<file path="src/hdl/klClkPkg.sv">
/* Shared types for the clock control block: APB port, clock functions,
   load data views, configuration and status groupings. */
`default_nettype none

package klClkPkg;

  localparam int APB_ADDR_W = 4;
  localparam int APB_DATA_W = 8;
  localparam int BURST_W    = 8;

  // Diagnostic address map
  localparam logic [APB_ADDR_W-1:0] CTL_LAST_ADDR  = 4'd6;
  localparam logic [APB_ADDR_W-1:0] DIAG_LAST_ADDR = 4'd5;
  localparam logic [APB_ADDR_W-1:0] BURST_LO_ADDR  = 4'd10;
  localparam logic [APB_ADDR_W-1:0] BURST_HI_ADDR  = 4'd11;
  localparam logic [APB_ADDR_W-1:0] DIS_ADDR       = 4'd13;
  localparam logic [APB_ADDR_W-1:0] CHK_ADDR       = 4'd14;

  typedef struct packed {
    logic                  psel;
    logic                  penable;
    logic                  pwrite;
    logic [APB_ADDR_W-1:0] paddr;
    logic [APB_DATA_W-1:0] pwdata;
  } apbReqT;

  typedef struct packed {
    logic [APB_DATA_W-1:0] prdata;
    logic                  pready;
    logic                  pslverr;
  } apbRspT;

  // Code 7 reserved
  typedef enum logic [2:0] {
    ctlStop       = 3'd0,
    ctlStart      = 3'd1,
    ctlSingleStep = 3'd2,
    ctlEboxSs     = 3'd3,
    ctlBurst      = 3'd4,
    ctlClrReset   = 3'd5,
    ctlSetReset   = 3'd6
  } ctlFuncE;

  typedef struct packed {
    logic    valid;
    ctlFuncE func;
  } ctlCmdT;

  typedef struct packed {
    logic spare;
    logic crmDis;
    logic edpDis;
    logic ctlDis;
  } disViewT;

  typedef struct packed {
    logic errStopEn;
    logic fmChk;
    logic cramChk;
    logic dramChk;
  } chkViewT;

  // Low nibble of a load write, read per target register
  typedef union packed {
    logic [3:0] burstNibble;
    disViewT    disView;
    chkViewT    chkView;
  } loadDataU;

  typedef struct packed {
    logic       loLoad;
    logic       hiLoad;
    logic [3:0] nibble;
  } burstLoadT;

  typedef struct packed {
    logic crm;
    logic edp;
    logic ctl;
  } sectionEnT;

  typedef struct packed {
    logic dram;
    logic cram;
    logic fm;
  } parChkT;

  typedef struct packed {
    sectionEnT dis;
    parChkT    chk;
    logic      errStopEn;
  } clkCfgT;

  typedef struct packed {
    logic go;
    logic burstMode;
    logic eboxSs;
  } runStateT;

  typedef logic [1:0] timeFieldT;
  typedef logic [5:0] diagWordT;

endpackage

`default_nettype wire

</file>
<file path="src/hdl/diagApb.sv">
/* APB diagnostic port: issues clock functions, loads burst nibbles and
   configuration, and returns the six diagnostic status words. */
`default_nettype none

module diagApb import klClkPkg::*; (
  input  logic                CLK,
  input  logic                arstN,
  input  apbReqT              apbReq,
  output apbRspT              apbRsp,
  output ctlCmdT              ctlCmd,
  output burstLoadT           burstLoad,
  output clkCfgT              cfg,
  input  logic [BURST_W-1:0]  burstCount,
  input  runStateT            runState,
  input  logic                mrReset,
  input  logic                errorStop,
  input  parChkT              parErr,
  input  diagWordT            pulseCount
);

  logic     access;
  logic     wrAcc;
  logic     rdAcc;
  logic     ctlHit;
  logic     loHit;
  logic     hiHit;
  logic     disHit;
  logic     chkHit;
  logic     rdHit;
  loadDataU loadData;
  diagWordT diagWord;

  // Every transfer completes in its first access cycle
  assign access = apbReq.psel & apbReq.penable;
  assign wrAcc  = access & apbReq.pwrite;
  assign rdAcc  = access & ~apbReq.pwrite;

  assign ctlHit = apbReq.paddr <= CTL_LAST_ADDR;
  assign loHit  = apbReq.paddr == BURST_LO_ADDR;
  assign hiHit  = apbReq.paddr == BURST_HI_ADDR;
  assign disHit = apbReq.paddr == DIS_ADDR;
  assign chkHit = apbReq.paddr == CHK_ADDR;
  assign rdHit  = apbReq.paddr <= DIAG_LAST_ADDR;

  assign loadData = apbReq.pwdata[3:0];

  // Burst nibbles go straight to the counter
  assign burstLoad.loLoad = wrAcc & loHit;
  assign burstLoad.hiLoad = wrAcc & hiHit;
  assign burstLoad.nibble = loadData.burstNibble;

  // Function pulse lands the cycle after the access
  always_ff @(posedge CLK or negedge arstN) begin
    if (!arstN) begin
      ctlCmd <= '0;
      cfg    <= '0;
    end else begin
      ctlCmd.valid <= wrAcc & ctlHit;
      ctlCmd.func  <= ctlFuncE'(apbReq.paddr[2:0]);
      if (wrAcc && disHit) begin
        cfg.dis.crm <= loadData.disView.crmDis;
        cfg.dis.edp <= loadData.disView.edpDis;
        cfg.dis.ctl <= loadData.disView.ctlDis;
      end
      if (wrAcc && chkHit) begin
        cfg.errStopEn <= loadData.chkView.errStopEn;
        cfg.chk.fm    <= loadData.chkView.fmChk;
        cfg.chk.cram  <= loadData.chkView.cramChk;
        cfg.chk.dram  <= loadData.chkView.dramChk;
      end
    end
  end

  always_comb begin
    diagWord = '0;
    case (apbReq.paddr[2:0])
      3'd0: diagWord = burstCount[7:2];
      3'd1: diagWord = {burstCount[1:0], runState.go, runState.burstMode,
                        runState.eboxSs, mrReset};
      3'd2: diagWord = {errorStop, 2'b00, cfg.dis.crm, cfg.dis.edp, cfg.dis.ctl};
      3'd3: diagWord = {2'b00, cfg.errStopEn, cfg.chk.fm, cfg.chk.cram, cfg.chk.dram};
      3'd4: diagWord = {3'b000, parErr};
      3'd5: diagWord = pulseCount;
      default: diagWord = '0;
    endcase
  end

  assign apbRsp.prdata  = (rdAcc && rdHit) ? APB_DATA_W'(diagWord) : '0;
  assign apbRsp.pready  = 1'b1;
  assign apbRsp.pslverr = apbReq.pwrite ?
                          wrAcc & ~(ctlHit | loHit | hiHit | disHit | chkHit) :
                          rdAcc & ~rdHit;

  // Master must hold a setup cycle before enable
  penableAfterPsel: assert property (@(posedge CLK) disable iff (!arstN)
    $rose(apbReq.penable) |-> apbReq.psel && $past(apbReq.psel));

endmodule

`default_nettype wire

</file>
<file path="src/hdl/burstCounter.sv">
/* Burst length counter, loaded one nibble at a time over the diagnostic
   port and decremented on every gated burst cycle. */
`default_nettype none

module burstCounter import klClkPkg::*; (
  input  logic               CLK,
  input  logic               arstN,
  input  burstLoadT          burstLoad,
  input  logic               gatedEn,
  input  logic               burstMode,
  output logic [BURST_W-1:0] burstCount,
  output logic               burstNonZero
);

  logic decrement;

  assign decrement = gatedEn & burstMode;

  always_ff @(posedge CLK or negedge arstN) begin
    if (!arstN) begin
      burstCount <= '0;
    end else begin
      if (burstLoad.loLoad) begin
        burstCount[3:0] <= burstLoad.nibble;
      end
      if (burstLoad.hiLoad) begin
        burstCount[7:4] <= burstLoad.nibble;
      end
      if (decrement && !burstLoad.loLoad && !burstLoad.hiLoad) begin
        burstCount <= burstCount - 1'b1;
      end
    end
  end

  // Count left after this cycle's decrement, so the registered gate
  // drops right after the last burst cycle
  assign burstNonZero = decrement ? (burstCount > BURST_W'(1)) : (burstCount != '0);

  // Gate control must stop bursting before the count runs out
  noDecFromZero: assert property (@(posedge CLK) disable iff (!arstN)
    decrement |-> burstCount != '0);

endmodule

`default_nettype wire

</file>
<file path="src/hdl/clkGate.sv">
/* Clock run modes, registered gated enable, error stop and the machine
   reset flag, driven by clock functions from the diagnostic port. */
`default_nettype none

module clkGate import klClkPkg::*; (
  input  logic     CLK,
  input  logic     arstN,
  input  ctlCmdT   ctlCmd,
  input  clkCfgT   cfg,
  input  logic     burstNonZero,
  input  logic     eboxClkEn,
  input  logic     anyErr,
  output logic     gatedEn,
  output runStateT runState,
  output logic     errorStop,
  output logic     mrReset
);

  logic stepReq;
  logic gateQ;
  logic gateNext;
  logic modeCmd;

  assign errorStop = cfg.errStopEn & anyErr;
  // Error stop blocks the gate in the same cycle it rises
  assign gatedEn   = gateQ & ~errorStop;

  assign modeCmd = ctlCmd.valid && ctlCmd.func inside {ctlStop, ctlStart,
                   ctlSingleStep, ctlEboxSs, ctlBurst};

  always_comb begin
    gateNext = runState.go |
               (runState.burstMode & burstNonZero) |
               (stepReq & ~gatedEn) |
               (runState.eboxSs & ~eboxClkEn);
    gateNext = gateNext & ~errorStop;
  end

  always_ff @(posedge CLK or negedge arstN) begin
    if (!arstN) begin
      runState <= '0;
      stepReq  <= 1'b0;
      gateQ    <= 1'b0;
    end else begin
      gateQ <= gateNext;
      if (modeCmd) begin
        // New mode replaces the old one, stop leaves none
        runState <= '0;
        stepReq  <= 1'b0;
        case (ctlCmd.func)
          ctlStart:      runState.go        <= 1'b1;
          ctlSingleStep: stepReq            <= 1'b1;
          ctlEboxSs:     runState.eboxSs    <= 1'b1;
          ctlBurst:      runState.burstMode <= 1'b1;
          default:       ;
        endcase
      end else begin
        if (gatedEn) stepReq <= 1'b0;
        if (eboxClkEn) runState.eboxSs <= 1'b0;
        if (runState.burstMode && !burstNonZero) runState.burstMode <= 1'b0;
      end
    end
  end

  // Machine reset comes up set
  always_ff @(posedge CLK or negedge arstN) begin
    if (!arstN) begin
      mrReset <= 1'b1;
    end else if (ctlCmd.valid && ctlCmd.func == ctlSetReset) begin
      mrReset <= 1'b1;
    end else if (ctlCmd.valid && ctlCmd.func == ctlClrReset) begin
      mrReset <= 1'b0;
    end
  end

endmodule

`default_nettype wire

</file>
<file path="src/hdl/eboxSync.sv">
/* EBOX clock sync: phase counter matched against the microcode time field,
   per-section enables and a running count of EBOX clock pulses. */
`default_nettype none

module eboxSync import klClkPkg::*; #(
  parameter int PULSE_CNT_W = 6
) (
  input  logic                   CLK,
  input  logic                   arstN,
  input  logic                   gatedEn,
  input  timeFieldT              timeField,
  input  clkCfgT                 cfg,
  output logic                   eboxClkEn,
  output sectionEnT              sectionEn,
  output logic [PULSE_CNT_W-1:0] pulseCount
);

  timeFieldT phase;

  // Fires on the gated cycle where the phase reaches the time field
  assign eboxClkEn = gatedEn & (phase == timeField);

  always_ff @(posedge CLK or negedge arstN) begin
    if (!arstN) begin
      phase <= '0;
    end else if (gatedEn) begin
      phase <= eboxClkEn ? '0 : phase + 1'b1;
    end
  end

  always_ff @(posedge CLK or negedge arstN) begin
    if (!arstN) begin
      pulseCount <= '0;
    end else if (eboxClkEn) begin
      pulseCount <= pulseCount + 1'b1;
    end
  end

  // Section clocks follow the EBOX clock unless disabled
  assign sectionEn.crm = eboxClkEn & ~cfg.dis.crm;
  assign sectionEn.edp = eboxClkEn & ~cfg.dis.edp;
  assign sectionEn.ctl = eboxClkEn & ~cfg.dis.ctl;

endmodule

`default_nettype wire

</file>
<file path="src/hdl/parityErr.sv">
/* Parity error capture: samples DRAM, CRAM and FM parity status on EBOX
   clocks and holds enabled failures until a clear reset function. */
`default_nettype none

module parityErr import klClkPkg::*; (
  input  logic   CLK,
  input  logic   arstN,
  input  ctlCmdT ctlCmd,
  input  clkCfgT cfg,
  input  logic   eboxClkEn,
  input  parChkT parityOk,
  output parChkT parErr,
  output logic   anyErr
);

  logic   clrErr;
  parChkT newErr;

  assign clrErr = ctlCmd.valid && ctlCmd.func == ctlClrReset;

  // Checked source with bad parity on this EBOX clock
  assign newErr.dram = eboxClkEn & cfg.chk.dram & ~parityOk.dram;
  assign newErr.cram = eboxClkEn & cfg.chk.cram & ~parityOk.cram;
  assign newErr.fm   = eboxClkEn & cfg.chk.fm & ~parityOk.fm;

  always_ff @(posedge CLK or negedge arstN) begin
    if (!arstN) begin
      parErr <= '0;
    end else if (clrErr) begin
      parErr <= '0;
    end else begin
      parErr <= parErr | newErr;
    end
  end

  assign anyErr = |parErr;

endmodule

`default_nettype wire

</file>
<file path="src/hdl/klClkTop.sv">
/* Clock control top level. Connects the APB diagnostic port to the burst
   counter, gate control, EBOX sync and parity error blocks. */
`default_nettype none

module klClkTop import klClkPkg::*; (
  input  logic      CLK,
  input  logic      arstN,
  input  apbReqT    apbReq,
  output apbRspT    apbRsp,
  input  timeFieldT timeField,
  input  parChkT    parityOk,
  output logic      gatedEn,
  output logic      eboxClkEn,
  output logic      errorStop,
  output logic      mrReset,
  output sectionEnT sectionEn
);

  // Matches the diagnostic word width
  localparam int PULSE_CNT_W = 6;

  ctlCmdT                 ctlCmd;
  burstLoadT              burstLoad;
  clkCfgT                 cfg;
  logic [BURST_W-1:0]     burstCount;
  logic                   burstNonZero;
  runStateT               runState;
  parChkT                 parErr;
  logic                   anyErr;
  logic [PULSE_CNT_W-1:0] pulseCount;

  diagApb uDiagApb (
    .CLK        (CLK),
    .arstN      (arstN),
    .apbReq     (apbReq),
    .apbRsp     (apbRsp),
    .ctlCmd     (ctlCmd),
    .burstLoad  (burstLoad),
    .cfg        (cfg),
    .burstCount (burstCount),
    .runState   (runState),
    .mrReset    (mrReset),
    .errorStop  (errorStop),
    .parErr     (parErr),
    .pulseCount (pulseCount)
  );

  burstCounter uBurstCounter (
    .CLK          (CLK),
    .arstN        (arstN),
    .burstLoad    (burstLoad),
    .gatedEn      (gatedEn),
    .burstMode    (runState.burstMode),
    .burstCount   (burstCount),
    .burstNonZero (burstNonZero)
  );

  clkGate uClkGate (
    .CLK          (CLK),
    .arstN        (arstN),
    .ctlCmd       (ctlCmd),
    .cfg          (cfg),
    .burstNonZero (burstNonZero),
    .eboxClkEn    (eboxClkEn),
    .anyErr       (anyErr),
    .gatedEn      (gatedEn),
    .runState     (runState),
    .errorStop    (errorStop),
    .mrReset      (mrReset)
  );

  eboxSync #(
    .PULSE_CNT_W (PULSE_CNT_W)
  ) uEboxSync (
    .CLK        (CLK),
    .arstN      (arstN),
    .gatedEn    (gatedEn),
    .timeField  (timeField),
    .cfg        (cfg),
    .eboxClkEn  (eboxClkEn),
    .sectionEn  (sectionEn),
    .pulseCount (pulseCount)
  );

  parityErr uParityErr (
    .CLK       (CLK),
    .arstN     (arstN),
    .ctlCmd    (ctlCmd),
    .cfg       (cfg),
    .eboxClkEn (eboxClkEn),
    .parityOk  (parityOk),
    .parErr    (parErr),
    .anyErr    (anyErr)
  );

endmodule

`default_nettype wire

</file>
<file path="config.mk">
export PLATFORM = sky130hd
export DESIGN_NAME = klClkTop
export DESIGN_NICKNAME = d
export VERILOG_FILES = /design/src/hdl/klClkPkg.sv /design/src/hdl/diagApb.sv /design/src/hdl/burstCounter.sv /design/src/hdl/clkGate.sv /design/src/hdl/eboxSync.sv /design/src/hdl/parityErr.sv /design/src/hdl/klClkTop.sv
export SDC_FILE = /design/constraint.sdc
export NUM_CORES = 1
export LEC_CHECK = 0
export BUFFER_PORTS_ARGS = -buffer_cell sky130_fd_sc_hd__buf_2
export CORE_MARGIN = 5
export CORE_UTILIZATION = 50
export DETAILED_ROUTE_END_ITERATION = 8
export GPL_ROUTABILITY_DRIVEN = 0
export PLACE_DENSITY = 0.84
export SYNTH_ARGS = -nofsm -noshare
export SYNTH_HDL_FRONTEND = slang
export SYNTH_SLANG_ARGS = --single-unit
</file>
<file path="constraint.sdc">
create_clock -name CLK -period 2.4 [get_ports CLK]
set_input_delay 0.48 -clock CLK [delete_from_list [all_inputs] [get_ports CLK]]
set_output_delay 0.48 -clock CLK [all_outputs]
set_load 0.05 [all_outputs]
</file>
==> results_dict.tcl, run 1 <==
set metrics [dict create \
    die_h_microns 75.7 \
    grt-ovfl-total 0 \
    pwr_density_cell_nw_per_um2 939 \
    grt_start_max_net_pins 37 \
    cp-end-kind "output pin" \
    fmax_mhz 438 \
    wl_per_cell_microns 17.2 \
    synth_edf_count 0 \
    clock_latency_ns 0.30 \
    final_common_cell "dfrtp_1" \
    cts_root_buf "clkbuf_8" \
    slowest_stage "dfrtp_1" \
    die_w_microns 75.7 \
    drtIter0Drc 219 \
    drc_errors 0 \
    grt_pass1_vias 1825 \
    min_period_ns 2.28 \
    finClkSkew_ns 0.00643 \
    synth_xor_area_share_pct 2.84 \
    setup_violations 0 \
    crit_chain "o31ai_4 > nand4_1 > buf_4 > inv_1 > buf_2" \
    clockBufferDepth 2 \
    r2r_end "uClkGate.gateQ" \
    via_per_inst 6.09 \
    antenna_cells 0 \
    synth_flop_cell "dfrtp_1" \
    startpoint_type "flop" \
    rsz0062_at_grt "false" \
    hp-class "input port to asynchronous set/reset pin" \
    netlist_instances 225 \
    ys_seq_elements 36 \
    nFillCells 336 \
    muxShareOfSynthArea_pct 8.58 \
    avgSynthCellArea_sq_um 9.59 \
    core_area_sq_um 4090 \
    dpl_cell_area_sq_um 2380 \
    routed_wl_microns 5430 \
    critPathMaxStageDelay_ns 0.43 \
    synth_compound_area_share_pct 17.9 \
    path_delay_family "buffers and inverters" \
    initial_core_util_pct 52.8 \
    clk_pin_slew_ns 0.07 \
    holdBufCountCts 0 \
    syn_area_sq_um 2160 \
    yosys.area_share.adder_pct 2.32 \
    cp.buffers_inverters 3 \
    yosys_warnings 0 \
    cts-buffers-inserted 5 \
    async_reset_ff_share_pct 100 \
    port_buffers 31 \
    final_area_sq_um 2520 \
    ant_nets 0 \
    nets 291 \
    synth-seq-area-share_pct 41.8 \
    drive_gt1_share_pct 27.8 \
    cts_tree "built" \
    tightest_slew_ns 0.783 \
    yosys.area_share.simple_pct 20.4 \
    slew_violations 0 \
    rows 23 \
    worstPathRequired_ns 1.92 \
    ys_types 54 \
    slew_headroom_pct 47.8 \
    r2r_slack_ns 0.52 \
    cts.sinks 36 \
    htree_levels 2 \
    die_area_sq_um 5730 \
    grt_use_total_pct 21.2 \
    area_growth_pct 16.6 \
    ios 39 \
    synth_top_family_by_area "simple AND/OR/NAND/NOR gates" \
    worstReg2RegStart "uBurstCounter.burstCount[4]" \
    layout_common_cells "dfrtp_1, buf_2, nand2_1" \
    finalPower_mw 2.36 \
    cp_max_fo 6 \
    status "finished clean" \
    hold_violations 0 \
    antenna_found_initial 0 \
    reg2reg_depth 4 \
    grt_pass1_wl_microns 8960 \
    worst-setup-path-type "flop to output pin" \
    dp_hpwl_microns 4040 \
    leakagePower_nw 1.14 \
    worstPathArrival_ns 1.80 \
    vias 1925 \
    peakVddDrop_v 0.000555 \
    maxCapViolations 0 \
    drt_pass1_iterations 6 \
    finalCritPeriodShare_pct 95.2 \
]
-- flip-flops by register name, indices dropped and copies added, names as in the netlist --
name	cells
uParityErr.parErr	3
uBurstCounter.burstCount	8
uClkGate.mrReset	1
uClkGate.runState	3
uDiagApb.cfg	7
uClkGate.stepReq	1
uEboxSync.pulseCount	6
uClkGate.gateQ	1
uEboxSync.phase	2
uDiagApb.ctlCmd	4
-- worst register-to-register path, cell delays in order, from the launching register on --
cell     delay, ns
dfrtp_1       0.42
nor4_1        0.58
nand2_1       0.19
o31ai_1       0.41
a31oi_1       0.14
-- cell families after synthesis --
family	Yosys count
AO/OA/AOI/OAI	52
other	2
XOR/XNOR	7
multiplexers	16
AND/OR/NAND/NOR	85
buffers and inverters	23
adder cells (fa/ha/maj)	4
flip-flops	36
-- repair_timing --
| item | in CTS | in global routing |
|---|---|---|
| setup buffers | 2 | 1 |
| gates resized for setup | 0 | 3 |
| endpoints found under the setup margin | 2 | 3 |
| pin swaps | 1 | 2 |
-- routing by layer --
layer	track usage, %	wire [microns]	vias to the layer above
met4	7.18	89	0
met1	29.6	2340	912
met5	0	0	-
met2	32.8	2470	102
li1	-	-	900
met3	4.49	537	11
-- area by class of cell --
| class | instances | area [sq um] | share of cell area [%] |
|---|---|---|---|
| timing repair buffer | 42 | 244 | 9.70 |
| clock buffer | 5 | 68.8 | 2.73 |
| inverter | 13 | 48.8 | 1.94 |
| sequential | 36 | 902 | 35.9 |
| tap | 50 | 62.6 | 2.49 |
| clock inverter | 3 | 42.5 | 1.69 |
| multi-input combinational | 167 | 1150 | 45.6 |
-- synth_stat cells (4+ instances only) --
cell type  instances  area [sq um]
dfrtp_1           35           876
nand2_1           22          82.6
nor2_1            16          60.1
inv_1             13          48.8
a21oi_1           12          60.1
nor3_1            11          55.1
mux2_2            10           113
nand3_1            9          45.0
o21ai_0            9          45.0
xnor2_1            7          61.3
mux2i_1            5          50.1
nand4_1            5          31.3
a221oi_1           4          35.0
buf_4              4          30.0
ha_1               4          50.1
-- metrics by stage --
step | instances | worst slack [ns] | hold slack, ns | util, % | setup TNS, ns
6_report | 316 | 0.115 | 0.257 | 61.6 | 0
5_1_grt | 316 | 0.0139 | 0.328 | 61.6 | 0
4_1_cts | 315 | 0.0805 | 0.288 | 61.2 | 0
3_5_place_dp | 305 | 0.0810 | 0.476 | 58.1 | 0
3_3_place_gp | 305 | 0.142 | 0.476 | 58.1 | 0
2_1_floorplan | 226 | -0.0896 | 0.184 | - | -0.451
-- how the worst max path moves through the flow --
stage,to,slack [ns],cells past startpoint,start
after floorplan,apbRsp[3],-0.09,5,apbReq[10]
after global placement,apbRsp[4],0.14,5,apbReq[10]
after detailed placement,apbRsp[3],0.08,5,apbReq[10]
after CTS,apbRsp[3],0.08,5,apbReq[10]
after global routing,eboxClkEn,0.01,5,uParityErr.parErr[2]
final,eboxClkEn,0.12,5,uParityErr.parErr[2]
-- report_power, final --
part           total (mW)  internal [mW]  switching [mW]
clock               0.539          0.307           0.232
sequential          0.998          0.764           0.234
combinational       0.827          0.338           0.489
Note: power is estimated with default switching activity, not from simulation.
==> run 2: changes to the inputs <==
--- a/config.mk
+++ b/config.mk
@@ -5,12 +5,15 @@
 export SDC_FILE = /design/constraint.sdc
 export NUM_CORES = 1
 export LEC_CHECK = 0
+export ABC_CLOCK_PERIOD_IN_PS = 2400
 export BUFFER_PORTS_ARGS = -buffer_cell sky130_fd_sc_hd__buf_2
 export CORE_MARGIN = 5
 export CORE_UTILIZATION = 50
 export DETAILED_ROUTE_END_ITERATION = 8
 export GPL_ROUTABILITY_DRIVEN = 0
+export MAX_ROUTING_LAYER = met4
 export PLACE_DENSITY = 0.84
+export RECOVER_POWER = 50
 export SYNTH_ARGS = -nofsm -noshare
 export SYNTH_HDL_FRONTEND = slang
 export SYNTH_SLANG_ARGS = --single-unit
==> run 2 against run 1 <==
- the run now ends with capacitance limit, slew limit left
- count of clock-buffer cells in the layout unchanged
- sequential share of layout area about the same
- total power decreased by 0.29%
- first-iteration DRC count increased by 14%
- critical path depth unchanged
- largest cell class unchanged
- sequential cell count unchanged
==> results_dict.tcl, run 2 (synthesis gave the netlist of run 1 again) <==
set metrics [dict create \
    antenna_found_initial 0 \
    worst-setup-path-type "flop to output pin" \
    cts_tree "built" \
    drt_pass1_iterations 5 \
    initial_core_util_pct 52.8 \
    routed_wl_microns 5410 \
    grt_pass1_wl_microns 8970 \
    hold_violations 0 \
    leakagePower_nw 1.13 \
    vias 1901 \
    peakVddDrop_v 0.000549 \
    finalCritPeriodShare_pct 95.6 \
    clockBufferDepth 2 \
    nets 291 \
    core_area_sq_um 4090 \
    drtIter0Drc 249 \
    die_h_microns 75.7 \
    setup_violations 0 \
    path_delay_family "buffers and inverters" \
    status "complete, but fails checks" \
    grt_start_max_net_pins 37 \
    r2r_end "uClkGate.gateQ" \
    die_area_sq_um 5730 \
    grt-ovfl-total 0 \
    cp_max_fo 6 \
    slew_violations 37 \
    violations "capacitance limit, slew limit" \
    largest-register "uBurstCounter.burstCount" \
    dpl.cell_count 305 \
    tightest_slew_ns 1.89 \
    clock_latency_ns 0.30 \
    startpoint_type "flop" \
    final_common_cell "dfrtp_1" \
    cp.buffers_inverters 3 \
    hold_start "apbReq[11]" \
    maxCapViolations 1 \
    r2r_slack_ns 0.51 \
    layout_common_cells "dfrtp_1, buf_2, nand2_1" \
    cts_root_buf "clkbuf_8" \
    holdBufCountCts 0 \
    top_regs "uBurstCounter.burstCount x8, uDiagApb.cfg x7, uEboxSync.pulseCount x6" \
    worstPathRequired_ns 1.92 \
    largest_register_ff_count 8 \
    grt_pass1_vias 1822 \
    port_buffers 31 \
    drc_errors 0 \
    die_w_microns 75.7 \
    cts-buffers-inserted 5 \
    dp_hpwl_microns 4040 \
    final_cells 316 \
    wl_per_cell_microns 17.1 \
    fmax_mhz 436 \
    crit_chain "o31ai_4 > nand4_1 > buf_4 > inv_1 > buf_2" \
    slowest_stage "dfrtp_1" \
    min_period_ns 2.29 \
    hold_depth 2 \
    antenna_cells 0 \
    finalPower_mw 2.36 \
    rsz0062_at_grt "false" \
    grt_use_total_pct 21.8 \
    slew_headroom_pct -25.7 \
    nFillCells 338 \
    drive_gt1_share_pct 27.1 \
    setup_tns_ns 0 \
    htree_levels 2 \
    cp-end-kind "output pin" \
    hp-class "input port to flop" \
    clk_pin_slew_ns 0.07 \
    pwr_density_cell_nw_per_um2 937 \
    reg2reg_depth 4 \
    critPathMaxStageDelay_ns 0.43 \
    worstPathArrival_ns 1.81 \
    min_to "uDiagApb.ctlCmd[3]" \
    area_growth_pct 16.5 \
    cts.sinks 36 \
    ant_nets 0 \
    worstReg2RegStart "uBurstCounter.burstCount[4]" \
    ios 39 \
    via_per_inst 6.02 \
    rows 23 \
    finClkSkew_ns 0.00456 \
]
run 2: cell types whose count changed in the layout (fill, tap and decap cells not counted), sizes merged:
cell,delta
buf,-2
clkbuf,+2
run 2: final cells by class:
class / instances / area (sq um) / area share, %
Clock buffer: 5 / 68.8 / 2.74
Inverter: 13 / 48.8 / 1.94
Tap cell: 50 / 62.6 / 2.49
Multi-Input combinational cell: 167 / 1150 / 45.6
Clock inverter: 3 / 42.5 / 1.69
Timing Repair Buffer: 42 / 241 / 9.61
Sequential cell: 36 / 902 / 35.9
run 2: routing by layer:
layer / GRT usage, % / part of all wire [%] / up-vias
met2: 32.7 / 45 / 104
met1: 30.0 / 44 / 888
met3: 5.41 / 9.6 / 9
met4: 4.85 / 1.1 / 0
li1: - / - / 900
met5: - / 0 / -
run 2: how the worst max path moves through the flow:
stage	cells past startpoint	slack (ns)	start	end
floorplan	5	-0.09	apbReq[10]	apbRsp[3]
global placement	5	0.14	apbReq[10]	apbRsp[4]
detailed placement	5	0.08	apbReq[10]	apbRsp[3]
CTS	5	0.08	apbReq[10]	apbRsp[3]
global route	5	0.01	uParityErr.parErr[2]	eboxClkEn
finish	5	0.11	uParityErr.parErr[2]	eboxClkEn
run 2: metrics by stage:
step           utilization, %  hold WS, ns  instance area (sq um)  worst slack (ns)
6_report                 61.5        0.385                   2510             0.107
5_1_grt                  61.5        0.382                   2510            0.0133
4_1_cts                  61.2        0.288                   2500            0.0805
3_5_place_dp             58.1        0.476                   2380            0.0810
3_3_place_gp             58.1        0.476                   2380             0.142
2_1_floorplan               -        0.184                   2180           -0.0896
run 2: where the power goes:
part	total (mW)	leakage [nW]	internal, mW	switching (mW)
sequential	0.996	0.449	0.764	0.231
combinational	0.826	0.627	0.338	0.488
clock	0.535	0.0541	0.307	0.228
run 2: timing repair:
item,CTS,global route
buffers inserted,2,1
endpoints found under the setup margin,2,3
gates resized for setup,0,3
pin swaps,1,2
